==> config.mk <==
export PLATFORM = sky130hd
export DESIGN_NAME = acq_engine
export DESIGN_NICKNAME = d
export VERILOG_FILES = /design/src/design/acq_pkg.sv /design/src/design/acq_ifs.sv /design/src/design/acq_engine.sv /design/src/design/peak_search.sv /design/src/design/power_detector.sv /design/src/design/grid_sequencer.sv
export VERILOG_INCLUDE_DIRS = /design/src /design/src/design
export SDC_FILE = /design/constraint.sdc
export NUM_CORES = 2
export LEC_CHECK = 0
export ABC_CLOCK_PERIOD_IN_PS = 9500
export BUFFER_PORTS_ARGS = -buffer_cell sky130_fd_sc_hd__buf_2
export CELL_PAD_IN_SITES_DETAIL_PLACEMENT = 1
export CELL_PAD_IN_SITES_GLOBAL_PLACEMENT = 1
export CORE_MARGIN = 2
export CORE_UTILIZATION = 57
export CTS_CLUSTER_DIAMETER = 40
export DETAILED_ROUTE_END_ITERATION = 8
export PLACE_DENSITY_LB_ADDON = 0.1
export SLEW_MARGIN = 15
export SYNTH_ARGS = -nofsm -noshare
export SYNTH_HDL_FRONTEND = slang
export SYNTH_HIERARCHICAL = 1
export SYNTH_SLANG_ARGS = --single-unit
==> constraint.sdc <==
create_clock -name clk -period 9.5 [get_ports clk]
set_clock_uncertainty 0.1 [all_clocks]
set_input_delay 0.95 -clock clk [delete_from_list [all_inputs] [get_ports clk]]
set_output_delay 0.95 -clock clk [all_outputs]
set_load 0.03 [all_outputs]
==> src/design/acq_cfg.svh <==
`ifndef ACQ_CFG_SVH
`define ACQ_CFG_SVH

// signed correlation sum from the correlator
`define ACQ_IQ_WIDTH 12

// I^2 + Q^2, wide enough for two full-scale squares
`define ACQ_POWER_WIDTH 24

// code shift search range
`define ACQ_CS_WIDTH 4
`define ACQ_MAX_CODE_SHIFT 7

// doppler increment word
`define ACQ_DOPP_WIDTH 16

// number of doppler steps in one search
`define ACQ_DOPP_BINS 3

// first prompt doppler of the grid
`define ACQ_DOPP_PROMPT_START (-300)

// early sits above prompt, late below, by this much
`define ACQ_DOPP_SPACING 100

// prompt increment after each full code shift sweep
`define ACQ_DOPP_STEP 300

`endif
==> src/design/acq_pkg.sv <==
`default_nettype none

`include "acq_cfg.svh"

package acq_pkg;

   typedef logic signed [`ACQ_IQ_WIDTH-1:0]   iq_t;
   typedef logic        [`ACQ_POWER_WIDTH-1:0] power_t;
   typedef logic        [`ACQ_CS_WIDTH-1:0]    code_shift_t;
   typedef logic signed [`ACQ_DOPP_WIDTH-1:0] doppler_t;

   // grid point that travels alongside its data
   typedef struct packed {
      code_shift_t code_shift;
      doppler_t    doppler_early;
      doppler_t    doppler_prompt;
      doppler_t    doppler_late;
      logic        first;
      logic        last;
   } bin_tag_t;

   typedef enum logic [1:0] {
      SEQ_IDLE, SEQ_WAIT_REQ, SEQ_WAIT_DROP, SEQ_DONE
   } seq_state_e;

   typedef enum logic [2:0] {
      PK_IDLE, PK_SELECT, PK_COMPARE, PK_UPDATE, PK_REPORT, PK_WAIT_DROP
   } peak_state_e;

   typedef enum logic [1:0] {
      TAP_EARLY, TAP_PROMPT, TAP_LATE
   } tap_sel_e;

endpackage

`default_nettype wire

==> src/design/acq_ifs.sv <==
`timescale 1ns/1ps
`default_nettype none

// correlation sums of one grid point, sequencer to power pipeline
interface iq_bin_if;
   import acq_pkg::*;

   logic     valid;
   logic     ready;
   bin_tag_t tag;
   iq_t      i_early;
   iq_t      q_early;
   iq_t      i_prompt;
   iq_t      q_prompt;
   iq_t      i_late;
   iq_t      q_late;

   modport src (output valid, output tag, output i_early, output q_early,
                output i_prompt, output q_prompt, output i_late, output q_late,
                input ready);
   modport dst (input valid, input tag, input i_early, input q_early,
                input i_prompt, input q_prompt, input i_late, input q_late,
                output ready);
endinterface

// tap powers of one grid point, power pipeline to peak search
interface pwr_bin_if;
   import acq_pkg::*;

   logic     valid;
   logic     ready;
   bin_tag_t tag;
   power_t   power_early;
   power_t   power_prompt;
   power_t   power_late;

   modport src (output valid, output tag, output power_early, output power_prompt,
                output power_late, input ready);
   modport dst (input valid, input tag, input power_early, input power_prompt,
                input power_late, output ready);
endinterface

`default_nettype wire

==> src/design/acq_engine.sv <==
`timescale 1ns/1ps
`default_nettype none

module acq_engine (
   input  logic                 clk,
   input  logic                 rst_n,
   input  logic                 acq_mode,
   input  logic                 corr_req,
   output logic                 corr_ack,
   input  acq_pkg::iq_t         corr_i_early,
   input  acq_pkg::iq_t         corr_q_early,
   input  acq_pkg::iq_t         corr_i_prompt,
   input  acq_pkg::iq_t         corr_q_prompt,
   input  acq_pkg::iq_t         corr_i_late,
   input  acq_pkg::iq_t         corr_q_late,
   output acq_pkg::code_shift_t code_shift,
   output acq_pkg::doppler_t    doppler_early,
   output acq_pkg::doppler_t    doppler_prompt,
   output acq_pkg::doppler_t    doppler_late,
   output logic                 result_req,
   input  logic                 result_ack,
   output acq_pkg::power_t      peak_power,
   output acq_pkg::doppler_t    peak_doppler,
   output acq_pkg::code_shift_t peak_code_shift
);

   iq_bin_if  iq_bin ();
   pwr_bin_if pwr_bin ();

   grid_sequencer u_grid_sequencer (
      .clk            (clk),
      .rst_n          (rst_n),
      .acq_mode       (acq_mode),
      .corr_req       (corr_req),
      .corr_ack       (corr_ack),
      .corr_i_early   (corr_i_early),
      .corr_q_early   (corr_q_early),
      .corr_i_prompt  (corr_i_prompt),
      .corr_q_prompt  (corr_q_prompt),
      .corr_i_late    (corr_i_late),
      .corr_q_late    (corr_q_late),
      .code_shift     (code_shift),
      .doppler_early  (doppler_early),
      .doppler_prompt (doppler_prompt),
      .doppler_late   (doppler_late),
      .bin            (iq_bin.src)
   );

   power_detector u_power_detector (
      .clk     (clk),
      .rst_n   (rst_n),
      .bin_in  (iq_bin.dst),
      .bin_out (pwr_bin.src)
   );

   peak_search u_peak_search (
      .clk             (clk),
      .rst_n           (rst_n),
      .bin_in          (pwr_bin.dst),
      .result_req      (result_req),
      .result_ack      (result_ack),
      .peak_power      (peak_power),
      .peak_doppler    (peak_doppler),
      .peak_code_shift (peak_code_shift)
   );

endmodule

`default_nettype wire

==> src/design/peak_search.sv <==
`timescale 1ns/1ps
`default_nettype none

module peak_search (
   input  logic                 clk,
   input  logic                 rst_n,
   pwr_bin_if.dst               bin_in,
   output logic                 result_req,
   input  logic                 result_ack,
   output acq_pkg::power_t      peak_power,
   output acq_pkg::doppler_t    peak_doppler,
   output acq_pkg::code_shift_t peak_code_shift
);
   import acq_pkg::*;

   peak_state_e state;
   tap_sel_e    tap;
   logic        greater;
   bin_tag_t    cur_tag;
   power_t      cur_early;
   power_t      cur_prompt;
   power_t      cur_late;
   power_t      next_power;
   doppler_t    next_doppler;

   // a bin is taken only while idle
   assign bin_in.ready = (state == PK_IDLE);

   always_ff @(posedge clk or negedge rst_n) begin
      if (!rst_n) begin
         state           <= PK_IDLE;
         tap             <= TAP_EARLY;
         result_req      <= 1'b0;
         peak_power      <= '0;
         peak_doppler    <= '0;
         peak_code_shift <= '0;
      end else begin
         case (state)
            PK_IDLE: begin
               if (bin_in.valid) begin
                  tap   <= TAP_EARLY;
                  state <= PK_SELECT;
                  // first bin of a search starts from a zero peak
                  if (bin_in.tag.first) begin
                     peak_power      <= '0;
                     peak_doppler    <= '0;
                     peak_code_shift <= '0;
                  end
               end
            end
            PK_SELECT:  state <= PK_COMPARE;
            PK_COMPARE: state <= PK_UPDATE;
            PK_UPDATE: begin
               // ties keep the earlier tap or bin
               if (greater) begin
                  peak_power      <= next_power;
                  peak_doppler    <= next_doppler;
                  peak_code_shift <= cur_tag.code_shift;
               end
               if (tap == TAP_LATE) begin
                  if (cur_tag.last) begin
                     result_req <= 1'b1;
                     state      <= PK_REPORT;
                  end else begin
                     state <= PK_IDLE;
                  end
               end else begin
                  tap   <= (tap == TAP_EARLY) ? TAP_PROMPT : TAP_LATE;
                  state <= PK_SELECT;
               end
            end
            PK_REPORT: begin
               if (result_ack) begin
                  result_req <= 1'b0;
                  state      <= PK_WAIT_DROP;
               end
            end
            PK_WAIT_DROP: begin
               if (!result_ack)
                  state <= PK_IDLE;
            end
            default: state <= PK_IDLE;
         endcase
      end
   end

   // latched bin plus the select and compare steps
   always_ff @(posedge clk) begin
      if (state == PK_IDLE && bin_in.valid) begin
         cur_tag    <= bin_in.tag;
         cur_early  <= bin_in.power_early;
         cur_prompt <= bin_in.power_prompt;
         cur_late   <= bin_in.power_late;
      end
      if (state == PK_SELECT) begin
         case (tap)
            TAP_EARLY: begin
               next_power   <= cur_early;
               next_doppler <= cur_tag.doppler_early;
            end
            TAP_PROMPT: begin
               next_power   <= cur_prompt;
               next_doppler <= cur_tag.doppler_prompt;
            end
            default: begin
               next_power   <= cur_late;
               next_doppler <= cur_tag.doppler_late;
            end
         endcase
      end
      if (state == PK_COMPARE)
         greater <= (next_power > peak_power);
   end

endmodule

`default_nettype wire

==> src/design/power_detector.sv <==
`timescale 1ns/1ps
`default_nettype none

module power_detector (
   input  logic  clk,
   input  logic  rst_n,
   iq_bin_if.dst bin_in,
   pwr_bin_if.src bin_out
);
   import acq_pkg::*;

   logic     advance;
   logic     s1_valid;
   bin_tag_t s1_tag;
   power_t   s1_ie;
   power_t   s1_qe;
   power_t   s1_ip;
   power_t   s1_qp;
   power_t   s1_il;
   power_t   s1_ql;

   // square of a signed sum is never negative
   function automatic power_t square(iq_t x);
      logic signed [$bits(power_t)-1:0] xs;
      logic signed [$bits(power_t)-1:0] p;
      xs = x;
      p  = xs * xs;
      return power_t'(p);
   endfunction

   // whole pipeline moves together and freezes while the output is stuck
   assign advance      = !bin_out.valid || bin_out.ready;
   assign bin_in.ready = advance;

   always_ff @(posedge clk or negedge rst_n) begin
      if (!rst_n) begin
         s1_valid      <= 1'b0;
         bin_out.valid <= 1'b0;
      end else if (advance) begin
         s1_valid      <= bin_in.valid;
         bin_out.valid <= s1_valid;
      end
   end

   // stage one registers six squares
   always_ff @(posedge clk) begin
      if (advance && bin_in.valid) begin
         s1_tag <= bin_in.tag;
         s1_ie  <= square(bin_in.i_early);
         s1_qe  <= square(bin_in.q_early);
         s1_ip  <= square(bin_in.i_prompt);
         s1_qp  <= square(bin_in.q_prompt);
         s1_il  <= square(bin_in.i_late);
         s1_ql  <= square(bin_in.q_late);
      end
   end

   // stage two forms I^2 + Q^2 per tap
   always_ff @(posedge clk) begin
      if (advance && s1_valid) begin
         bin_out.tag          <= s1_tag;
         bin_out.power_early  <= s1_ie + s1_qe;
         bin_out.power_prompt <= s1_ip + s1_qp;
         bin_out.power_late   <= s1_il + s1_ql;
      end
   end

endmodule

`default_nettype wire

==> src/design/grid_sequencer.sv <==
`timescale 1ns/1ps
`default_nettype none

`include "acq_cfg.svh"

module grid_sequencer (
   input  logic                 clk,
   input  logic                 rst_n,
   input  logic                 acq_mode,
   input  logic                 corr_req,
   output logic                 corr_ack,
   input  acq_pkg::iq_t         corr_i_early,
   input  acq_pkg::iq_t         corr_q_early,
   input  acq_pkg::iq_t         corr_i_prompt,
   input  acq_pkg::iq_t         corr_q_prompt,
   input  acq_pkg::iq_t         corr_i_late,
   input  acq_pkg::iq_t         corr_q_late,
   output acq_pkg::code_shift_t code_shift,
   output acq_pkg::doppler_t    doppler_early,
   output acq_pkg::doppler_t    doppler_prompt,
   output acq_pkg::doppler_t    doppler_late,
   iq_bin_if.src                bin
);
   import acq_pkg::*;

   localparam int unsigned STEP_W = $clog2(`ACQ_DOPP_BINS + 1);

   seq_state_e        state;
   logic              acq_mode_q;
   logic              start;
   logic              capture;
   logic              wrap;
   logic              last_bin;
   logic              grid_done;
   logic [STEP_W-1:0] dopp_step;

   // rising level on acq_mode starts or restarts the search
   assign start = acq_mode & ~acq_mode_q;

   assign wrap     = (code_shift == code_shift_t'(`ACQ_MAX_CODE_SHIFT));
   assign last_bin = wrap && (dopp_step == STEP_W'(`ACQ_DOPP_BINS - 1));

   // output register must be free (or draining this edge) to take new sums
   assign capture = (state == SEQ_WAIT_REQ) && corr_req && !start &&
                    (!bin.valid || bin.ready);

   always_ff @(posedge clk or negedge rst_n) begin
      if (!rst_n) begin
         state      <= SEQ_IDLE;
         acq_mode_q <= 1'b0;
         corr_ack   <= 1'b0;
         grid_done  <= 1'b0;
      end else begin
         acq_mode_q <= acq_mode;
         if (start)
            grid_done <= 1'b0;
         else if (capture && last_bin)
            grid_done <= 1'b1;
         case (state)
            SEQ_IDLE, SEQ_DONE: begin
               if (start)
                  state <= SEQ_WAIT_REQ;
            end
            SEQ_WAIT_REQ: begin
               if (capture) begin
                  corr_ack <= 1'b1;
                  state    <= SEQ_WAIT_DROP;
               end
            end
            SEQ_WAIT_DROP: begin
               // a restart here still lets the current exchange finish
               if (!corr_req) begin
                  corr_ack <= 1'b0;
                  state    <= (grid_done && !start) ? SEQ_DONE : SEQ_WAIT_REQ;
               end
            end
            default: state <= SEQ_IDLE;
         endcase
      end
   end

   // published grid point advances on every capture
   always_ff @(posedge clk or negedge rst_n) begin
      if (!rst_n) begin
         code_shift     <= '0;
         doppler_early  <= '0;
         doppler_prompt <= '0;
         doppler_late   <= '0;
         dopp_step      <= '0;
      end else if (start) begin
         code_shift     <= '0;
         dopp_step      <= '0;
         doppler_prompt <= doppler_t'(`ACQ_DOPP_PROMPT_START);
         doppler_early  <= doppler_t'(`ACQ_DOPP_PROMPT_START + `ACQ_DOPP_SPACING);
         doppler_late   <= doppler_t'(`ACQ_DOPP_PROMPT_START - `ACQ_DOPP_SPACING);
      end else if (capture) begin
         if (wrap) begin
            code_shift     <= '0;
            dopp_step      <= dopp_step + 1'b1;
            doppler_early  <= doppler_early + doppler_t'(`ACQ_DOPP_STEP);
            doppler_prompt <= doppler_prompt + doppler_t'(`ACQ_DOPP_STEP);
            doppler_late   <= doppler_late + doppler_t'(`ACQ_DOPP_STEP);
         end else begin
            code_shift <= code_shift + 1'b1;
         end
      end
   end

   always_ff @(posedge clk or negedge rst_n) begin
      if (!rst_n)
         bin.valid <= 1'b0;
      else if (capture)
         bin.valid <= 1'b1;
      else if (bin.ready)
         bin.valid <= 1'b0;
   end

   // sums and their grid point
   always_ff @(posedge clk) begin
      if (capture) begin
         bin.i_early             <= corr_i_early;
         bin.q_early             <= corr_q_early;
         bin.i_prompt            <= corr_i_prompt;
         bin.q_prompt            <= corr_q_prompt;
         bin.i_late              <= corr_i_late;
         bin.q_late              <= corr_q_late;
         bin.tag.code_shift      <= code_shift;
         bin.tag.doppler_early   <= doppler_early;
         bin.tag.doppler_prompt  <= doppler_prompt;
         bin.tag.doppler_late    <= doppler_late;
         bin.tag.first           <= (code_shift == '0) && (dopp_step == '0);
         bin.tag.last            <= last_bin;
      end
   end

endmodule

`default_nettype wire

==> results.md <==
- CTS Sinks: 710
- Synth Flop Type: edfxtp_1
- Max-cap viol count: 0
- Placed cells: 6,228
- Post-CTS Setup Repair Bufs: 0
- Final slew viol count: 0
- CTS tree: built
- Fin cells: between 6k and 7k
- CP max FO: 15
- Max Root-Sink Buffers: 3
- Drt pass-1 iters: 5
- Final GP Congestion: 0.853
- Number of global-route vias before repair: 40.6k
- Die area: around 100,000 um^2
- Synth Warn #: 6
- CP arrival: 6.53 ns
- CTS clk-pin slew, worst paths: 0.06 ns
- Worst rel slew slack: 20.1%
- DR WL/cell: 21.1 um
- Post-CTS sizing: 0
- Die W: 318 um
- Setup slack after layout: 3.27 ns
- Total GRT Usage: 27.8%
- Reg2Reg Depth: 20
- DR vias/cell: 5.45
- Antenna violations before repair: 5
- Setup tns final: 0 ns
- Core area: 98,000 um^2
- Iteration-0 DRC Markers: 1,980
- Synthesis-stage register bit count: 710
- WP data required: 9.80 ns
- Synth Area per Inst: 11.5 um^2
- Yosys cell types: 76
- RSZ-0062 raised after global routing: no
- Seq/Total Area, Yosys: 37.1%
- Top post-synthesis cells by area: edfxtp_1 32%, fa_1 27%, ha_1 9.6%
- Final min period: 6.23 ns
- TritonCTS Buffers: 107
- Critical path class: reg2reg
- Die Height: 318 um
- Cell with the most instances after synthesis: inv_1
- H-tree Lvls: 3
- Largest net degree at the start of global routing: 89
- Final hold violations: 0
- CTS root buf: clkbuf_16
- Post-synth EDFFs: 604
- Final net count: 6,301
- Layout area overhead: 10.4%
- First-pass GRT wire length: 219 mm
- ANT nets after route: 0
- Status: finished, final reports clean
- Share of cells above drive strength 1: roughly 8.0%
- Synth Instances: approximately 5k
- DRC violations left: 0
- Asr flop ratio synth: ~15%
- Critical Path Source Type: register
- Yosys top cell area share: 32.3%
- Via count: 35.1k
- Initial core utilization: 57.3%
- Worst setup path start: u_grid_sequencer/bin.i_early[11]
- Clock latency on the worst-skew pair: around 0.73 ns
- Reg2reg start: u_grid_sequencer/bin.i_early[11]
- DP Wirelength: 101 mm
- Total gr overflow: 0
- Kind of end point of the critical path: register
- Commonest cells post-synth: 1,060 x inv_1, 743 x fa_1, 604 x edfxtp_1
- Synth area leader: edfxtp_1
- I/O pin count: 175
- Place WS: 3.41 ns
- Hold-fix buffers, CTS: 0
- Site Rows: 115
- WL final: 136 mm
- Crit share post-route: between 60% and 70%
- Post-synthesis instance area: 56,100 um^2
- Slew of the pin with the lowest slew margin: between 1 and 1.5 ns
- Max frequency: 161 MHz
- Final setup violation count: 0
- Hold Path Class: in2async
- Buffers on Ports: 168
-- routing by layer --
metal / routed length (um) / vias up / global-route usage (%) / part of all wire (%)
li1: - / 15818 / - / -
met1: 55200 / 18278 / 34.9 / 41
met2: 70200 / 777 / 49.3 / 52
met3: 6070 / 216 / 3.99 / 4.5
met4: 4050 / 4 / 9.54 / 3.0
met5: 37 / - / 0 / 0.027
-- stage by stage --
step | hold WS [ns] | utilization [%] | instance area, um^2
detailed placement | 0.305 | 59.3 | 58100
CTS | 0.175 | 63.2 | 61900
global placement | 0.300 | 59.3 | 58100
global route | 0.217 | 63.2 | 61900
finish | 0.173 | 63.2 | 61900
floorplan | 0.300 | - | 56100
-- worst paths after layout --
path | to | slack [ns]
worst max-delay path | u_power_detector/s1_ie[23] | 3.27
worst min-delay path | u_peak_search/peak_power[2] | 0.17
worst max register to register | u_power_detector/s1_ie[23] | 3.27
worst min register to register | u_power_detector/s1_tag[32] | 0.29
max in group asynchronous | u_power_detector/s1_valid | 7.83
min in group clk | u_power_detector/s1_tag[32] | 0.29
-- cell families (layout without fill, tap and decap cells) --
| family | after synthesis | count (layout) | synth area share, % |
|---|---|---|---|
| buffers and inverters | 1194 | 1453 | 8.21 |
| adder cells (fa/ha/maj) | 1174 | 1174 | 36.1 |
| XOR/XNOR | 235 | 235 | 3.67 |
| flip-flops | 710 | 710 | 37.1 |
| multiplexers | 47 | 47 | 0.841 |
| AND/OR/NAND/NOR | 1068 | 1068 | 9.12 |
| other | 1 | 15 | 0.00668 |
| AO/OA/AOI/OAI | 446 | 446 | 4.97 |
-- registers in the layout, summed over array words and instances, names as in the netlist, 24 cells and up --
register,cells
u_power_detector/bin_out.tag,54
u_power_detector/s1_tag,54
u_peak_search/cur_tag,53
u_grid_sequencer/bin.tag,48
u_peak_search/cur_early,24
u_peak_search/cur_late,24
u_peak_search/cur_prompt,24
u_peak_search/next_power,24
u_peak_search/peak_power,24
u_power_detector/bin_out.power_early,24
u_power_detector/bin_out.power_late,24
u_power_detector/bin_out.power_prompt,24
-- worst max-delay path: stages, from the launching register on --
cell	delay [ns]
edfxtp_1	0.68
clkinv_1	0.45
nor2_1	0.28
fa_1	0.47
xnor2_1	0.22
xnor2_1	0.16
fa_1	0.46
fa_1	0.49
inv_1	0.05
fa_1	0.48
inv_1	0.04
ha_1	0.35
a21oi_1	0.24
o21bai_1	0.09
a21o_1	0.18
a21oi_1	0.27
nand2_1	0.10
a311o_1	0.31
a31o_1	0.21
a21oi_1	0.20
xnor2_1	0.09
-- cell type report --
type	instances	area (um^2)
Multi-Input combinational cell	2982	30800
Inverter	1067	4010
Fill cell	10024	36000
Clock inverter	86	1060
Clock buffer	118	2750
Tap cell	1287	1610
Timing Repair Buffer	182	948
Antenna cell	3	7.51
Sequential cell	710	20800
-- cells in the final DEF (no fill, tap or decap), drive strengths merged, types with 10 or more instances in the layout --
| cell | netlist | routed |
|---|---|---|
| nor3 | 58 | 58 |
| a21oi | 105 | 105 |
| or3 | 24 | 24 |
| and3 | 18 | 18 |
| ha | 431 | 431 |
| a31oi | 13 | 13 |
| xor2 | 85 | 85 |
| a211oi | 15 | 15 |
| edfxtp | 604 | 604 |
| nand3 | 42 | 42 |
| a21o | 49 | 49 |
| dfrtp | 106 | 106 |
| a21boi | 10 | 10 |
| mux2i | 46 | 46 |
| and2 | 214 | 214 |
| inv | 1066 | 1099 |
| xnor2 | 150 | 150 |
| nor2b | 34 | 34 |
| clkinv | 1 | 31 |
| fa | 743 | 743 |
| nor2 | 211 | 211 |
| bufinv | 0 | 11 |
| nand4 | 18 | 18 |
| clkbuf | 92 | 118 |
| or2 | 12 | 12 |
| nand2 | 393 | 393 |
| buf | 35 | 182 |
| o211ai | 14 | 14 |
| conb | 1 | 12 |
| clkinvlp | 0 | 12 |
| nand2b | 27 | 27 |
| o21a | 17 | 17 |
| o21ai | 164 | 164 |
Power is not shown: default switching activity piles up to over one toggle a cycle in this logic, so the estimate is an artifact.
